`config.mk`:
```
export PLATFORM = sky130hd
export DESIGN_NAME = mul8_top
export DESIGN_NICKNAME = d
export VERILOG_FILES = /design/src/rtl/mul_pkg.sv /design/src/rtl/ctrl_pkg.sv /design/src/rtl/nibble_rom.sv /design/src/rtl/mul_datapath.sv /design/src/rtl/mul_control.sv /design/src/rtl/mul8_top.sv
export SDC_FILE = /design/constraint.sdc
export NUM_CORES = 1
export LEC_CHECK = 0
export CAP_MARGIN = 20
export CORE_MARGIN = 3
export CORE_UTILIZATION = 45
export DETAILED_ROUTE_END_ITERATION = 8
export DONT_BUFFER_PORTS = 1
export SYNTH_ARGS = -nofsm -noshare
export SYNTH_HDL_FRONTEND = slang
export SYNTH_SLANG_ARGS = --single-unit
```
`constraint.sdc`:
```
create_clock -name clk -period 7.36 [get_ports clk]
set_input_delay 1.472 -clock clk [delete_from_list [all_inputs] [get_ports clk]]
set_output_delay 1.472 -clock clk [all_outputs]
set_load 0.005 [all_outputs]
```
`src/rtl/mul_pkg.sv`:
```
package mul_pkg;

    // ========================================================================
    // Operand and result widths
    // ========================================================================

    // Unsigned operand width.
    localparam int operand_w = 8;

    // Half of an operand, the unit of the product table.
    localparam int nibble_w = 4;

    // Full product width.
    localparam int result_w = 16;

    // ========================================================================
    // Operand views
    // ========================================================================

    // Upper and lower halves of one operand byte.
    typedef struct packed {
        logic [nibble_w-1:0] hi;
        logic [nibble_w-1:0] lo;
    } nibble_s;

    // One operand word, read either as a byte or as two nibbles.
    typedef union packed {
        logic [operand_w-1:0] word;
        nibble_s              nib;
    } operand_u;

endpackage

```
`src/rtl/ctrl_pkg.sv`:
```
package ctrl_pkg;

    // ========================================================================
    // Product table select
    // ========================================================================

    localparam int rom_sel_w = 2;

    // Nibble pair routed to the table, named x half then y half.
    localparam logic [rom_sel_w-1:0] rom_lo_lo = 2'd0;
    localparam logic [rom_sel_w-1:0] rom_hi_lo = 2'd1;
    localparam logic [rom_sel_w-1:0] rom_lo_hi = 2'd2;
    localparam logic [rom_sel_w-1:0] rom_hi_hi = 2'd3;

    // ========================================================================
    // Adder operand select
    // ========================================================================

    localparam int sum_sel_w = 2;

    // Idle adds zero to zero.
    localparam logic [sum_sel_w-1:0] sum_idle  = 2'd0;
    localparam logic [sum_sel_w-1:0] sum_cross = 2'd1;
    localparam logic [sum_sel_w-1:0] sum_shift = 2'd2;
    localparam logic [sum_sel_w-1:0] sum_final = 2'd3;

    // ========================================================================
    // Sequencer
    // ========================================================================

    localparam int step_w = 4;

    // Steps from the capture edge up to and including the result load.
    localparam int mul_steps = 8;

endpackage

```
`src/rtl/nibble_rom.sv`:
```
`timescale 1ns/1ps

module nibble_rom (
    input  logic [mul_pkg::nibble_w-1:0]  a,
    input  logic [mul_pkg::nibble_w-1:0]  b,
    output logic [mul_pkg::operand_w-1:0] product
);

    import mul_pkg::*;

    // ========================================================================
    // Multiplication table
    // ========================================================================

    // One entry for every pair of nibbles, a in the upper index bits.
    logic [operand_w-1:0] prod_table [1 << (2 * nibble_w)];

    // Entries are filled at elaboration, so the table is pure logic.
    for (genvar i = 0; i < (1 << nibble_w); i++) begin : g_row
        for (genvar j = 0; j < (1 << nibble_w); j++) begin : g_col
            assign prod_table[i * (1 << nibble_w) + j] = operand_w'(i * j);
        end
    end

    // ========================================================================
    // Lookup
    // ========================================================================

    // 15 x 15 = 225 is the largest entry and fits in a byte.
    assign product = prod_table[{a, b}];

endmodule

```
`src/rtl/mul_datapath.sv`:
```
`timescale 1ns/1ps

module mul_datapath (
    input  logic                          clk,
    input  logic                          rst,
    input  mul_pkg::operand_u             x,
    input  mul_pkg::operand_u             y,
    input  logic                          ld_xy,
    input  logic                          ld_de0,
    input  logic                          ld_a,
    input  logic                          ld_b,
    input  logic                          ld_de1,
    input  logic                          ld_ab,
    input  logic                          ld_de_abshift,
    input  logic                          ld_res,
    input  logic [ctrl_pkg::rom_sel_w-1:0] sel_rom,
    input  logic [ctrl_pkg::sum_sel_w-1:0] sel_sum,
    output logic [mul_pkg::result_w-1:0]  result
);

    import mul_pkg::*;
    import ctrl_pkg::*;

    operand_u             xr;
    operand_u             yr;
    logic [nibble_w-1:0]  rom_a;
    logic [nibble_w-1:0]  rom_b;
    logic [operand_w-1:0] rom_q;
    logic [operand_w-1:0] de0;
    logic [operand_w-1:0] a;
    logic [operand_w-1:0] b;
    logic [operand_w-1:0] de1;
    logic [operand_w:0]   ab;
    logic [result_w-1:0]  sum;
    logic [result_w-1:0]  add_a;
    logic [result_w-1:0]  add_b;
    logic [result_w-1:0]  add_q;

    // ========================================================================
    // Operand capture and table
    // ========================================================================

    always_ff @(posedge clk) begin
        if (rst) begin
            xr <= '0;
            yr <= '0;
        end else if (ld_xy) begin
            xr <= x;
            yr <= y;
        end
    end

    // Nibble pair for this step.
    always_comb begin
        case (sel_rom)
            rom_hi_lo: begin
                rom_a = xr.nib.hi;
                rom_b = yr.nib.lo;
            end
            rom_lo_hi: begin
                rom_a = xr.nib.lo;
                rom_b = yr.nib.hi;
            end
            rom_hi_hi: begin
                rom_a = xr.nib.hi;
                rom_b = yr.nib.hi;
            end
            default: begin
                rom_a = xr.nib.lo;
                rom_b = yr.nib.lo;
            end
        endcase
    end

    nibble_rom rom_i (
        .a       (rom_a),
        .b       (rom_b),
        .product (rom_q)
    );

    // Partial products, one per step.
    always_ff @(posedge clk) begin
        if (rst) begin
            de0 <= '0;
            a   <= '0;
            b   <= '0;
            de1 <= '0;
        end else begin
            if (ld_de0) de0 <= rom_q;
            if (ld_a)   a   <= rom_q;
            if (ld_b)   b   <= rom_q;
            if (ld_de1) de1 <= rom_q;
        end
    end

    // ========================================================================
    // Shared adder
    // ========================================================================

    always_comb begin
        case (sel_sum)
            sum_cross: begin
                add_a = result_w'(a);
                add_b = result_w'(b);
            end
            sum_shift: begin
                add_a = result_w'(ab) << nibble_w;
                add_b = result_w'(de0);
            end
            sum_final: begin
                add_a = sum;
                add_b = {de1, {operand_w{1'b0}}};
            end
            default: begin
                add_a = '0;
                add_b = '0;
            end
        endcase
    end

    // The full product never exceeds 16 bits, so no carry out.
    assign add_q = add_a + add_b;

    always_ff @(posedge clk) begin
        if (rst) begin
            ab     <= '0;
            sum    <= '0;
            result <= '0;
        end else begin
            if (ld_ab)         ab     <= add_q[operand_w:0];
            if (ld_de_abshift) sum    <= add_q;
            if (ld_res)        result <= add_q;
        end
    end

endmodule

```
`src/rtl/mul_control.sv`:
```
`timescale 1ns/1ps

module mul_control (
    input  logic                           clk,
    input  logic                           rst,
    input  logic                           start,
    output logic                           ld_xy,
    output logic                           ld_de0,
    output logic                           ld_a,
    output logic                           ld_b,
    output logic                           ld_de1,
    output logic                           ld_ab,
    output logic                           ld_de_abshift,
    output logic                           ld_res,
    output logic [ctrl_pkg::rom_sel_w-1:0] sel_rom,
    output logic [ctrl_pkg::sum_sel_w-1:0] sel_sum,
    output logic                           busy,
    output logic                           done
);

    import ctrl_pkg::*;

    logic [step_w-1:0] step;
    logic              idle;

    // ========================================================================
    // Step counter
    // ========================================================================

    assign idle = (step == '0);
    assign busy = ~idle;

    // Operands are captured on the edge that accepts start.
    assign ld_xy = start & idle;

    always_ff @(posedge clk) begin
        if (rst) begin
            step <= '0;
        end else if (ld_xy) begin
            step <= step_w'(1);
        end else if (step == step_w'(mul_steps - 1)) begin
            step <= '0;
        end else if (!idle) begin
            step <= step + step_w'(1);
        end
    end

    // ========================================================================
    // Step decode
    // ========================================================================

    always_comb begin
        ld_de0        = 1'b0;
        ld_a          = 1'b0;
        ld_b          = 1'b0;
        ld_de1        = 1'b0;
        ld_ab         = 1'b0;
        ld_de_abshift = 1'b0;
        ld_res        = 1'b0;
        sel_rom       = rom_lo_lo;
        sel_sum       = sum_idle;
        case (step)
            step_w'(1): ld_de0 = 1'b1;
            step_w'(2): begin
                ld_a    = 1'b1;
                sel_rom = rom_hi_lo;
            end
            step_w'(3): begin
                ld_b    = 1'b1;
                sel_rom = rom_lo_hi;
            end
            step_w'(4): begin
                ld_de1  = 1'b1;
                sel_rom = rom_hi_hi;
            end
            step_w'(5): begin
                ld_ab   = 1'b1;
                sel_sum = sum_cross;
            end
            step_w'(6): begin
                ld_de_abshift = 1'b1;
                sel_sum       = sum_shift;
            end
            step_w'(7): begin
                ld_res  = 1'b1;
                sel_sum = sum_final;
            end
            default: ;
        endcase
    end

    // Pulse in the cycle after the result load.
    always_ff @(posedge clk) begin
        if (rst) begin
            done <= 1'b0;
        end else begin
            done <= ld_res;
        end
    end

endmodule

```
`src/rtl/mul8_top.sv`:
```
`timescale 1ns/1ps

module mul8_top (
    input  logic                         clk,
    input  logic                         rst,
    input  logic                         start,
    input  mul_pkg::operand_u            x,
    input  mul_pkg::operand_u            y,
    output logic                         busy,
    output logic                         done,
    output logic [mul_pkg::result_w-1:0] result
);

    import ctrl_pkg::*;

    logic                 ld_xy;
    logic                 ld_de0;
    logic                 ld_a;
    logic                 ld_b;
    logic                 ld_de1;
    logic                 ld_ab;
    logic                 ld_de_abshift;
    logic                 ld_res;
    logic [rom_sel_w-1:0] sel_rom;
    logic [sum_sel_w-1:0] sel_sum;

    // ========================================================================
    // Sequencer and datapath
    // ========================================================================

    mul_control control_i (
        .clk           (clk),
        .rst           (rst),
        .start         (start),
        .ld_xy         (ld_xy),
        .ld_de0        (ld_de0),
        .ld_a          (ld_a),
        .ld_b          (ld_b),
        .ld_de1        (ld_de1),
        .ld_ab         (ld_ab),
        .ld_de_abshift (ld_de_abshift),
        .ld_res        (ld_res),
        .sel_rom       (sel_rom),
        .sel_sum       (sel_sum),
        .busy          (busy),
        .done          (done)
    );

    mul_datapath datapath_i (
        .clk           (clk),
        .rst           (rst),
        .x             (x),
        .y             (y),
        .ld_xy         (ld_xy),
        .ld_de0        (ld_de0),
        .ld_a          (ld_a),
        .ld_b          (ld_b),
        .ld_de1        (ld_de1),
        .ld_ab         (ld_ab),
        .ld_de_abshift (ld_de_abshift),
        .ld_res        (ld_res),
        .sel_rom       (sel_rom),
        .sel_sum       (sel_sum),
        .result        (result)
    );

endmodule

```
* After elaboration in Yosys (flattened, before gate mapping)
Memory sizes are Yosys's and may differ from the RTL's.
Cells that the tools add are included.
** Word-level totals
- Flip-flop bits (word level) :: 94
- Logic and storage cells :: 55
- ROM bits :: 2048
- Input port bits :: 19
- Output and inout port bits :: 18
- Memories kept :: 1
** Cells by class
- Muxes and demuxes :: 18
- Add/sub/neg operators :: 2
- Reductions and logical operators :: 4
- Bitwise operators :: 3
- Equality and inequality tests :: 14
- Magnitude comparators :: 1
** Memories
- (no name shown) :: depth 256, width 8, read ports 1, clocked after Yosys merged registers in 0, wr ports 0, RTL line nibble_rom.sv:30 : assign product = prod_table[{a, b}];
** Operators by type and width (number)
- one-hot mux 16 bit (3 select lines) :: 2
- adder 16 bit :: 1
- == test 4 x 3 -> 1 bit, second input constant :: 4
- two-way mux 8 bit :: 2
- one-hot mux 2 bit (3 select lines) :: 2
- two-way mux 1 bit :: 10
- greater-or-equal comparator 9 bit, second input constant :: 1
- inverter 8 -> 9 bit :: 1
- == test 2 bit, second input constant :: 4
- == test 4 x 2 -> 1 bit, second input constant :: 2
- two-way mux 4 bit :: 2
- adder 4 x 1 -> 4 bit, second input constant :: 1
- == test 2 x 1 -> 1 bit, second input constant :: 2
- == test 4 x 1 -> 1 bit, second input constant :: 1
- zero test 4 bit :: 1
- OR reduction 2 bit :: 2
- inequality test 3 x 2 -> 1 bit, second input constant :: 1
- OR reduction 3 bit :: 1
- AND 1 bit :: 1
- inverter 1 bit :: 1

* Longest topological paths before layout
Gate-level depths: netlist of run 1.
- Depth after elaboration :: 9
- Gate-level depth with buffers :: 17

* Cells and area by module
A second synthesis of run 1 with hierarchy kept.
** Unflattened totals
- Cell total of the unflattened synthesis :: 723
- Area, all modules :: 6043.3 µm²
** Modules (own cells, without submodules)
- mul_datapath :: sequential area each 1781.7 µm², times used 1, area each 4396.7 µm², cells each 470
- nibble_rom :: sequential area each 0.0 µm², times used 1, area each 1257.5 µm², cells each 208
- mul_control :: sequential area each 100.1 µm², times used 1, area each 389.1 µm², cells each 45

* Worst setup path before layout of run 1
Ideal clock, no wire load.
- Path kind :: reg-to-reg
- From :: reg control_i.step[0]
- To :: reg datapath_i.result[14] in the netlist's numbering
- Stages on the path, launching flop included :: 17
- Library setup time :: 70 ps
- Arrival time :: 3389 ps
- Slack :: 3900 ps
- Data required time :: 7290 ps
- Buffers on the path :: 1
- Cell sequence :: dfxtp_1 inv_1 ha_1 o21ai_0 nor2_1 clkbuf_1 a22o_1 ha_1 fa_1 a21o_1 a21oi_1 o21a_1 o31ai_1 a31oi_1 xnor2_1 nand2_1 a21oi_1
** On the way
- Longest elaborated chain between the ends :: 5
- Elaborated cells between the ends (all ways) :: 11
** RTL lines
- start: declaration :: RTL line mul_control.sv:23 : logic [step_w-1:0] step;
- start signal: assignment :: RTL line mul_control.sv:40 : step <= step_w'(1);
- start signal: assignment :: RTL line mul_control.sv:44 : step <= step + step_w'(1);
- == test 4 x 3 -> 1 bit :: RTL line mul_control.sv:62 : case (step)
- one-hot mux 2 bit (3 select lines) :: RTL line mul_control.sv:62
- == test 2 bit or == test 2 x 1 -> 1 bit (tied branches) :: RTL line mul_datapath.sv:101 : case (sel_sum)
- one-hot mux 16 bit (3 select lines) :: RTL line mul_datapath.sv:101
- adder 16 bit :: RTL line mul_datapath.sv:122 : assign add_q = add_a + add_b;
- end signal: assignment :: RTL line mul_datapath.sv:132 : if (ld_res) result <= add_q;
- end: declaration :: RTL line mul_datapath.sv:18 : output logic [mul_pkg::result_w-1:0] result
Parallel ways exist; a longest one is shown, timed or not.
A chain may end at the register's enable or synchronous reset.

* Worst setup path after layout of run 1
- From :: reg control_i.step[3]
- To :: reg datapath_i.b[4]
** On the way
- Longest elaborated chain between the ends :: 9
- Elaborated cells between the ends (all ways) :: 16
** RTL lines
- == test 4 x 3 -> 1 bit or == test 4 x 2 -> 1 bit (tied branches) :: RTL line mul_control.sv:62
- one-hot mux 2 bit (3 select lines) :: RTL line mul_control.sv:62
- == test 2 x 1 -> 1 bit or == test 2 bit (tied branches) :: RTL line mul_datapath.sv:55 : case (sel_rom)
- OR reduction 2 bit (no line)
- two-way mux 4 bit :: RTL line mul_datapath.sv:55
- inverter 8 -> 9 bit (implied by the code) :: RTL line nibble_rom.sv:30
- memory (256 x 8 bit)
- two-way mux 8 bit (implied by the code) (2 in a row) :: RTL line nibble_rom.sv:30
- end signal: assignment :: RTL line mul_datapath.sv:91 : if (ld_b) b <= rom_q;
- end: declaration :: RTL line mul_datapath.sv:31 : logic [operand_w-1:0] b;
Parallel ways exist; a longest one is shown, timed or not. The select of a mux whose other input is x is not followed.

==> metrics.csv, run 1 <==
metric;value;unit
DRT antenna net count;0;
1st-iter DRT viols;467;
CTS Root Cell;clkbuf_16;
number of flops mapped to enable cells by yosys;0;
max-slew violations;0;
CTS tree;done;
DPL Wire Length;14400;um
final setup fails;0;
synthesized cell area;6420;um^2
Clock Latency Late Sink;0.35;ns
Die W;125;um
Area Growth Syn to Fin;3.58;%
sequential fraction of the synthesis area;0.293;
clk_skew;0.00828;ns
max_cap viols;0;
# rows;43;
P_leak;2.27;nW
# clock sinks;94;
Syn Nets;891;
maximum VDD drop;124;uV
Max FO, Critical Path;20;
CTS Buffer Depth;2;
Critical Path Sink Type;flop;
status;finished clean;
Nets;846;
asr flop ratio synth;0;
Min Clock Period, post-route;4.38;ns
Avg WL per Cell;20.1;um
CTS resizes;0;
CP required;7.64;ns
fill count;1434;
reg2reg start;control_i.step[3]$_SDFFE_PP0P_;
RSZ-0062 raised after global routing;no;
DRC viols;0;
crit path launch;control_i.step[3]$_SDFFE_PP0P_;
reg-to-reg slack, setup;2.98;ns
final antenna diode count;0;
initial core utilization;0.461;
fmax;0.228;GHz
reg-to-reg endpoint;datapath_i.b[4]$_SDFFE_PP0P_;
critical path's top delay family;compound AO/OA/AOI/OAI gates;
crit path kind;flop to flop;
drt total wl;19800;um
First-pass DRT Iterations;5;
#FFs+latches synth;94;
Die Y;125;um
Hold Vio Cnt, Final;0;
post-synthesis area per instance;7.62;um^2
Critical path buffers and inverters;2;
Via Count;6123;
Hold Startpoint;datapath_i.de0[3]$_SDFFE_PP0N_;
Final Util;0.478;
power share of the combinational group;0.205;
Slew headroom;0.391;
first-pass GRT wire length;31700;um
PortBufs;0;
Hold Crit Class;flop to flop;
setup_tns;0;ns
die footprint;15700;um^2
top_reg_cell synth;dfxtp_1;
share of layout cells above drive strength 1;0.0834;
final worst path period share;0.596;
vias in the first global route;6005;
largest net degree at the start of global routing;103;
Worst-Margin Slew;0.909;ns
Worst R2R Path Depth;12;
remaining global-route overflow;0;
pwr/cell area;186;nW/um^2
floorplan core area;13900;um^2
GP Congestion;0.940;
Vias/cell;6.23;
Ys Warns;0;
Switching Power;0.397;mW
Cell Chain, Critical Path;inv_1, a21boi_1, or2_1, ha_1, inv_1, mux2_2, o221ai_1, a22o_1, a221oi_2, o31ai_2, a31oi_1, o21ai_1;
Hold EP;datapath_i.de0[3]$_SDFFE_PP0N_;
Critical Path Max Stage Delay;0.76;ns
# IOs;37;
initial antenna violation count;0;
cell depth of the worst setup path;12;
Flop pwr share;0.439;
Num CTS Buffers;9;
hold buffers post-CTS;0;
Worst path slowest cell;dfxtp_1;
Tot GR Track Use;0.247;
Reg clk slew, reported paths;0.07;ns
Startpoint Class;flop;
H-tree levels;3;
P_int;0.843;mW
Mapped Cells;843;
hold depth;2;
clock share of power;0.356;
Multi-input gate area;4170;um^2
post-synthesis cell type count;80;
critical path's most frequent cell;inv_1;
register area;1880;um^2
CP arrival;4.67;ns
setup bufs post-CTS;0;
sw frac;0.320;
[power by group through the flow]
stage	clock (mW)	sequential, mW	combinational [mW]
detailed placement	0	0.556	0.247
global placement	0	0.556	0.245
CTS	0.452	0.544	0.249
global route	0.465	0.546	0.275
finish	0.442	0.545	0.254
floorplan	0	0.544	0.209
[cell usage after synthesis (all sizes together), types with 8 or more instances]
cell	count	area share
nand2	161	0.094
a21oi	95	0.078
dfxtp	94	0.29
nor2	66	0.043
clkbuf	39	0.023
o21ai	38	0.031
ha	28	0.055
a211oi	26	0.033
and2	22	0.021
nand3	22	0.019
buf	20	0.024
nor3	19	0.015
inv	18	0.011
a31oi	15	0.015
a22oi	13	0.015
xnor2	12	0.016
a22o	10	0.014
o211ai	10	0.014
a21boi	8	0.011
nand3b	8	0.0093
o31ai	8	0.012
[layout by cell type, fill, tap and decap left out, types with 7 or more instances in the layout]
cell type / netlist / final
a211oi_1: 23 / 23
ha_1: 28 / 28
inv_1: 16 / 16
a31oi_1: 15 / 15
a21oi_1: 91 / 91
o21ai_1: 9 / 9
nand2_1: 160 / 160
clkbuf_16: 0 / 9
xnor2_1: 12 / 12
and2_1: 21 / 21
o221ai_1: 7 / 7
o21ai_0: 26 / 26
nand3b_1: 8 / 8
a22oi_1: 13 / 13
a21o_1: 7 / 7
a22o_1: 10 / 10
dfxtp_1: 94 / 94
nor3_1: 19 / 19
nand3_1: 20 / 20
xor2_1: 7 / 7
nor2_1: 61 / 61
o211ai_1: 7 / 7
[metal layers]
metal  wire [um]  track usage  up-vias  part of all wire
li1            -            -     2946                 -
met1        8410        0.308     2917              0.42
met2        9720        0.424      208              0.49
met3        1010       0.0367       52             0.051
met4         670        0.107        0             0.034
met5           0            0        -                 0
[how the worst max path moves through the flow]
| stage | to | slack [ns] |
|---|---|---|
| 2_1_floorplan | datapath_i.result[14]$_SDFFE_PP0P_ | 3.90 |
| 3_3_place_gp | datapath_i.result[13]$_SDFFE_PP0P_ | 2.83 |
| 3_5_place_dp | datapath_i.sum[13]$_SDFFE_PP0P_ | 2.73 |
| 4_1_cts | datapath_i.sum[13]$_SDFFE_PP0P_ | 2.67 |
| 5_1_grt | datapath_i.sum[15]$_SDFFE_PP0P_ | 2.59 |
| 6_report | datapath_i.b[4]$_SDFFE_PP0P_ | 2.98 |
[cell families after synthesis]
group | Yosys count | share of synthesized area
simple gates | 335 | 0.241
compound gates | 277 | 0.300
flops | 94 | 0.293
buf+inv | 77 | 0.0580
fa+ha+maj | 29 | 0.0576
xor+xnor | 19 | 0.0259
mux | 12 | 0.0238
[flip-flops by register name, summed over array words and instances, names as in the netlist]
register / cells
datapath_i.sum: 16
datapath_i.de0: 8
control_i.done: 1
datapath_i.result: 16
control_i.step: 4
datapath_i.b: 8
datapath_i.xr: 8
datapath_i.de1: 8
datapath_i.ab: 9
datapath_i.a: 8
datapath_i.yr: 8
[worst reg2reg max path, cell delays in order (launching register included)]
cell and delay, ns:
dfxtp_1 0.76, inv_1 0.48, a21boi_1 0.31, or2_1 0.31, ha_1 0.58, inv_1 0.31, mux2_2 0.34, o221ai_1 0.16
a22o_1 0.30, a221oi_2 0.12, o31ai_2 0.40, a31oi_1 0.14, o21ai_1 0.12
[final cells by class]
class,instances,share of cell area
Multi-Input combinational cell,672,0.627
Sequential cell,94,0.283
Clock inverter,4,0.00489
Clock buffer,12,0.0370
Tap cell,180,0.0338
Inverter,18,0.0109
Timing Repair Buffer,3,0.00395
[metrics by stage]
stage	setup WS [ns]	hold slack, ns	total power, mW	std cells	cell area (um^2)
after global routing	2.59	0.472	1.29	983	6660
after CTS	2.67	0.454	1.24	982	6640
after global placement	2.83	0.440	0.801	966	6360
after detailed placement	2.73	0.444	0.803	966	6360
final	2.98	0.457	1.24	983	6660
after floorplan	3.90	0.432	0.753	843	6420
No activity file was read; power rests on OpenSTA's default activity.
==> run 2: changes to the inputs <==
clock period = 3.8 ns   (was 7.36 ns; I/O delays follow)
==> run 2 against run 1 <==
  * Maximum frequency grew 22%
  * Clock power increased by 130%
  * Via count up 2.1%
  * Flip-flop and latch count unchanged
  * Sequential power up 94%
  * Highest routed layer unchanged
==> metrics.csv, run 2 (synthesized netlist as in run 1, its figures left out) <==
metric;value;unit;change
Startpoint Class;flop;;unchanged
critical path's top delay family;compound AO/OA/AOI/OAI gates;;unchanged
setup_tns;0;ns;unchanged
hold buffers post-CTS;0;;unchanged
PortBufs;0;;unchanged
Worst-Margin Slew;0.815;ns;was 0.909 ns
drt total wl;20300;um;was 19800 um
final antenna diode count;0;;unchanged
final setup fails;0;;unchanged
max_cap viols;0;;unchanged
pwr/cell area;377;nW/um^2;was 186 nW/um^2
dpl cell area;6530;um^2;was 6360 um^2
die footprint;15700;um^2;unchanged
Clock Latency Late Sink;0.35;ns;about the same
final worst path period share;0.944;;was 0.596
crit path kind;flop to flop;;unchanged
Critical Path Sink Type;flop;;unchanged
Min Clock Period, post-route;3.59;ns;was 4.38 ns
First-pass DRT Iterations;5;;unchanged
Multi-input gate area;4180;um^2;was 4170 um^2
# rows;43;;unchanged
CP arrival;3.81;ns;was 4.67 ns
max-slew violations;0;;unchanged
# clock sinks;94;;unchanged
Reg clk slew, reported paths;0.07;ns;about the same
Num CTS Buffers;9;;unchanged
Max FO, Critical Path;7;;was 20
Tot GR Track Use;0.253;;was 0.247
total power;2.59;mW;was 1.24 mW
Via Count;6249;;was 6123
Die Y;125;um;unchanged
Critical Path Max Stage Delay;0.49;ns;was 0.76 ns
DPL Wire Length;14900;um;was 14400 um
post-route setup slack;0.213;ns;was 2.98 ns
H-tree levels;3;;unchanged
fmax;0.279;GHz;was 0.228 GHz
critical path's most frequent cell;ha_1;;was inv_1
Critical path buffers and inverters;2;;unchanged
first-pass GRT wire length;32400;um;was 31700 um
Slew headroom;0.449;;was 0.391
Final Util;0.493;;was 0.478
Die W;125;um;unchanged
reg-to-reg slack, setup;0.21;ns;was 2.98 ns
Worst path slowest cell;ha_1;;was dfxtp_1
remaining global-route overflow;0;;unchanged
CTS Buffer Depth;2;;unchanged
floorplan core area;13900;um^2;unchanged
status;finished clean;;unchanged
register area;1880;um^2;unchanged
commonest non-fill, non-tap cells in the layout;160 x nand2_1, 94 x dfxtp_1, 90 x a21oi_1;;was 160 x nand2_1, 94 x dfxtp_1, 91 x a21oi_1
share of layout cells above drive strength 1;0.114;;was 0.0834
vias in the first global route;6059;;was 6005
P_leak;2.40;nW;was 2.27 nW
GP Congestion;0.975;;was 0.940
CP required;4.03;ns;was 7.64 ns
# IOs;37;;unchanged
Hold Vio Cnt, Final;0;;unchanged
initial core utilization;0.461;;unchanged
fill count;1368;;was 1434
1st-iter DRT viols;599;;was 467
maximum VDD drop;236;uV;was 124 uV
fin area;6870;um^2;was 6660 um^2
Nets;867;;was 846
RSZ-0062 raised after global routing;no;;unchanged
CTS tree;done;;unchanged
Avg WL per Cell;20.2;um;was 20.1 um
DRC viols;0;;unchanged
CTS Root Cell;clkbuf_16;;unchanged
Vias/cell;6.22;;was 6.23
most common cell after layout, fill and taps aside;nand2_1;;unchanged
Cell Chain, Critical Path;inv_1, ha_1, mux2_4, and3_1, or2_1, ha_1, buf_4, a21oi_1, a211o_1, a221oi_2, o31ai_2, a31oi_1, o21ai_1;;was inv_1, a21boi_1, or2_1, ha_1, inv_1, mux2_2, o221ai_1, a22o_1, a221oi_2, o31ai_2, a31oi_1, o21ai_1
dpl ws;0.231;ns;was 2.73 ns
Area Growth Syn to Fin;6.93;%;was 3.58%
Hold Crit Class;flop to flop;;unchanged
biggest regs;datapath_i.result: 16 flops, datapath_i.sum: 16 flops, datapath_i.ab: 9 flops;;unchanged
largest net degree at the start of global routing;103;;unchanged
DRT antenna net count;0;;unchanged
clk_skew;0.00677;ns;was 0.00828 ns
initial antenna violation count;0;;unchanged
[run 2: metrics by stage]
| step | hold WS, ns | cells |
|---|---|---|
| after floorplan | 0.432 | 843 |
| after global placement | 0.440 | 988 |
| after detailed placement | 0.442 | 988 |
| after CTS | 0.451 | 1004 |
| after global routing | 0.477 | 1004 |
| final | 0.457 | 1004 |
[run 2: metal layers]
layer | part of all wire | routed length (um) | global-route usage | vias up
li1 | - | - | - | 2996
met1 | 0.43 | 8700 | 0.323 | 2945
met2 | 0.48 | 9810 | 0.426 | 255
met3 | 0.054 | 1090 | 0.0414 | 53
met4 | 0.034 | 700 | 0.0976 | 0
met5 | 0 | 0 | 0 | -
[run 2: power by group]
group / internal (mW) / switching, mW
clock: 0.600 / 0.416
sequential: 1.01 / 0.0412
combinational: 0.172 / 0.347
[run 2: final cells by class]
| type | instances | share of cell area |
|---|---|---|
| tap | 180 | 0.0328 |
| timing repair buffer | 24 | 0.0262 |
| clock inverter | 6 | 0.0133 |
| clock buffer | 10 | 0.0348 |
| sequential | 94 | 0.274 |
| inverter | 18 | 0.0106 |
| multi-input combinational | 672 | 0.608 |
[run 2: path summary, 6_finish.rpt]
kind	startpoint	end	depth (start not counted)
max	control_i.step[0]$_SDFFE_PP0P_	datapath_i.de0[4]$_SDFFE_PP0N_	13
min	datapath_i.ab[1]$_SDFFE_PP0N_	datapath_i.ab[1]$_SDFFE_PP0N_	2
max reg2reg	control_i.step[0]$_SDFFE_PP0P_	datapath_i.de0[4]$_SDFFE_PP0N_	13
min reg2reg	datapath_i.ab[1]$_SDFFE_PP0N_	datapath_i.ab[1]$_SDFFE_PP0N_	2
[run 2: worst reg2reg max path, cell delays in order, from the launching register on]
cell and delay (ns):
dfxtp_1 0.41, inv_1 0.11, ha_1 0.30, mux2_4 0.35, and3_1 0.22, or2_1 0.27, ha_1 0.49, buf_4 0.22
a21oi_1 0.07, a211o_1 0.25, a221oi_2 0.30, o31ai_2 0.16, a31oi_1 0.24, o21ai_1 0.08
[run 2: timing repair]
action	in CTS	in global routing
hold endpoints to repair	0	0
setup endpoints to repair	0	8
buffers inserted	0	0
resized for setup	0	5
==> run 3: changes to the inputs <==
CORE_UTILIZATION = 59   (was 45)
PLACE_DENSITY = 0.78   (was not set)
==> run 3 against run 2 <==
  * Largest cell class unchanged
  * Clock skew rose by 0.0056 ns
  * Design area fell by 2.7%
  * First-iteration DRC count rose by 25%
==> metrics.csv, run 3 (synthesized netlist as in run 1, its figures left out) <==
metric;value;unit;change
Clock Latency Late Sink;0.38;ns;was 0.35 ns
CP required;4.12;ns;was 4.03 ns
initial core utilization;0.614;;was 0.461
total power;2.21;mW;was 2.59 mW
clk_skew;0.0124;ns;was 0.00677 ns
Area Growth Syn to Fin;4.05;%;was 6.93%
Worst path slowest cell;o31ai_2;;was ha_1
Tot GR Track Use;0.317;;was 0.253
most common cell after layout, fill and taps aside;nand2_1;;unchanged
final antenna diode count;0;;unchanged
max_cap viols;0;;unchanged
Num CTS Buffers;9;;unchanged
CTS resizes;0;;unchanged
# clock sinks;94;;unchanged
post-route setup slack;0.176;ns;was 0.213 ns
die footprint;12200;um^2;was 15700 um^2
drt total wl;18800;um;was 20300 um
Max FO, Critical Path;7;;unchanged
First-pass DRT Iterations;5;;unchanged
GRT Max-Usage Layer;met1;;was met2
Worst-Margin Slew;0.928;ns;was 0.815 ns
Cell Chain, Critical Path;inv_1, ha_1, mux2_4, a21boi_1, or2_4, ha_1, inv_1, mux2_2, o221ai_1, a22o_1, a221oi_2, o31ai_2, a31oi_1, o21ai_1;;was inv_1, ha_1, mux2_4, and3_1, or2_1, ha_1, buf_4, a21oi_1, a211o_1, a221oi_2, o31ai_2, a31oi_1, o21ai_1
fmax;0.276;GHz;was 0.279 GHz
Critical Path Max Stage Delay;0.44;ns;was 0.49 ns
Hold Vio Cnt, Final;0;;unchanged
DRT antenna net count;0;;unchanged
Die Y;110;um;was 125 um
largest net degree at the start of global routing;103;;unchanged
remaining global-route overflow;0;;unchanged
final setup fails;0;;unchanged
initial antenna violation count;0;;unchanged
status;finished clean;;unchanged
H-tree levels;3;;unchanged
first-pass GRT wire length;29800;um;was 32400 um
dpl ws;0.0836;ns;was 0.231 ns
Critical Path Sink Type;flop;;unchanged
pwr/cell area;330;nW/um^2;was 377 nW/um^2
vias in the first global route;5647;;was 6059
setup_tns;0;ns;unchanged
Hold Crit Class;input port to flop;;was flop to flop
CTS Root Cell;clkbuf_8;;was clkbuf_16
Via Count;6284;;was 6249
met2 GRT Util;0.432;;was 0.426
hold buffers post-CTS;0;;unchanged
crit path kind;flop to flop;;unchanged
met1 GRT Util;0.484;;was 0.323
Placed Instances;944;;was 988
Finished Layout Cells;960;;was 1004
dpl cell area;6470;um^2;was 6530 um^2
Nets;867;;unchanged
CP arrival;3.94;ns;was 3.81 ns
max-slew violations;0;;unchanged
floorplan core area;10500;um^2;was 13900 um^2
Startpoint Class;flop;;unchanged
1st-iter DRT viols;751;;was 599
# IOs;37;;unchanged
# rows;37;;was 43
RSZ-0062 raised after global routing;no;;unchanged
GP Congestion;1.00;;was 0.975
CTS Buffer Depth;2;;unchanged
Avg WL per Cell;19.5;um;was 20.2 um
CTS tree;done;;unchanged
Reg clk slew, reported paths;0.09;ns;was 0.07 ns
maximum VDD drop;363;uV;was 236 uV
Slew headroom;0.363;;was 0.449
Vias/cell;6.55;;was 6.22
commonest non-fill, non-tap cells in the layout;160 x nand2_1, 94 x dfxtp_1, 90 x a21oi_1;;unchanged
final worst path period share;0.954;;was 0.944
share of layout cells above drive strength 1;0.115;;was 0.114
DPL Wire Length;13800;um;was 14900 um
setup bufs post-CTS;0;;unchanged
fin area;6690;um^2;was 6870 um^2
M3 GR Usage;0.0716;;was 0.0414
Min Clock Period, post-route;3.62;ns;was 3.59 ns
Die W;110;um;was 125 um
PortBufs;0;;unchanged
biggest regs;datapath_i.result: 16 flops, datapath_i.sum: 16 flops, datapath_i.ab: 9 flops;;unchanged
P_leak;2.34;nW;was 2.40 nW
DRC viols;0;;unchanged
run 3: changes by cell type in the layout (fill, tap and decap cells not counted), moves of 2 or more:
cell,change
bufinv_16,-2
clkbuf_16,-9
clkbuf_8,+9
clkinvlp_4,+2
run 3: final cells by class:
class	instances	area, um^2
inverters	18	72.6
fillers	933	3780
well taps	136	170
clock buffers	10	138
flip-flops and latches	94	1880
clock inverters	6	52.6
multi-input cells	672	4190
repair buffers	24	184
run 3: power breakdown:
part           internal (mW)  switching (mW)  leakage, nW  total [mW]
Sequential              1.01          0.0367        0.760        1.05
Combinational          0.170           0.342         1.49       0.512
Clock                  0.265           0.379       0.0910       0.644
Total                   1.45           0.758         2.34        2.21
run 3: per-stage QoR:
step	utilization	hold WS, ns
global placement	0.619	0.440
global route	0.639	0.421
finish	0.639	0.445
detailed placement	0.619	0.442
CTS	0.637	0.427
floorplan	-	0.432
run 3: layer usage:
metal	part of all wire	wire length [um]
met1	0.47	8830
met2	0.41	7720
met4	0.025	472
met5	0	0
met3	0.093	1740
run 3: final timing paths:
path	start	to	depth (start not counted)	slack (ns)
max	control_i.step[0]$_SDFFE_PP0P_	datapath_i.de0[4]$_SDFFE_PP0N_	14	0.18
min	rst	datapath_i.de1[6]$_SDFFE_PP0N_	1	0.45
max reg2reg	control_i.step[0]$_SDFFE_PP0P_	datapath_i.de0[4]$_SDFFE_PP0N_	14	0.18
min reg2reg	datapath_i.de1[3]$_SDFFE_PP0N_	datapath_i.de1[3]$_SDFFE_PP0N_	2	0.46
run 3: worst max-delay path, delay by kind of cell, from the launching register on:
kind / cells / cell delay [ns]
AOI/OAI and AO/OA: 7 / 1.56
muxes: 2 / 0.60
buffers and inverters: 2 / 0.19
adders and majority gates: 2 / 0.56
and+or+nand+nor: 1 / 0.23
DFF: 1 / 0.41
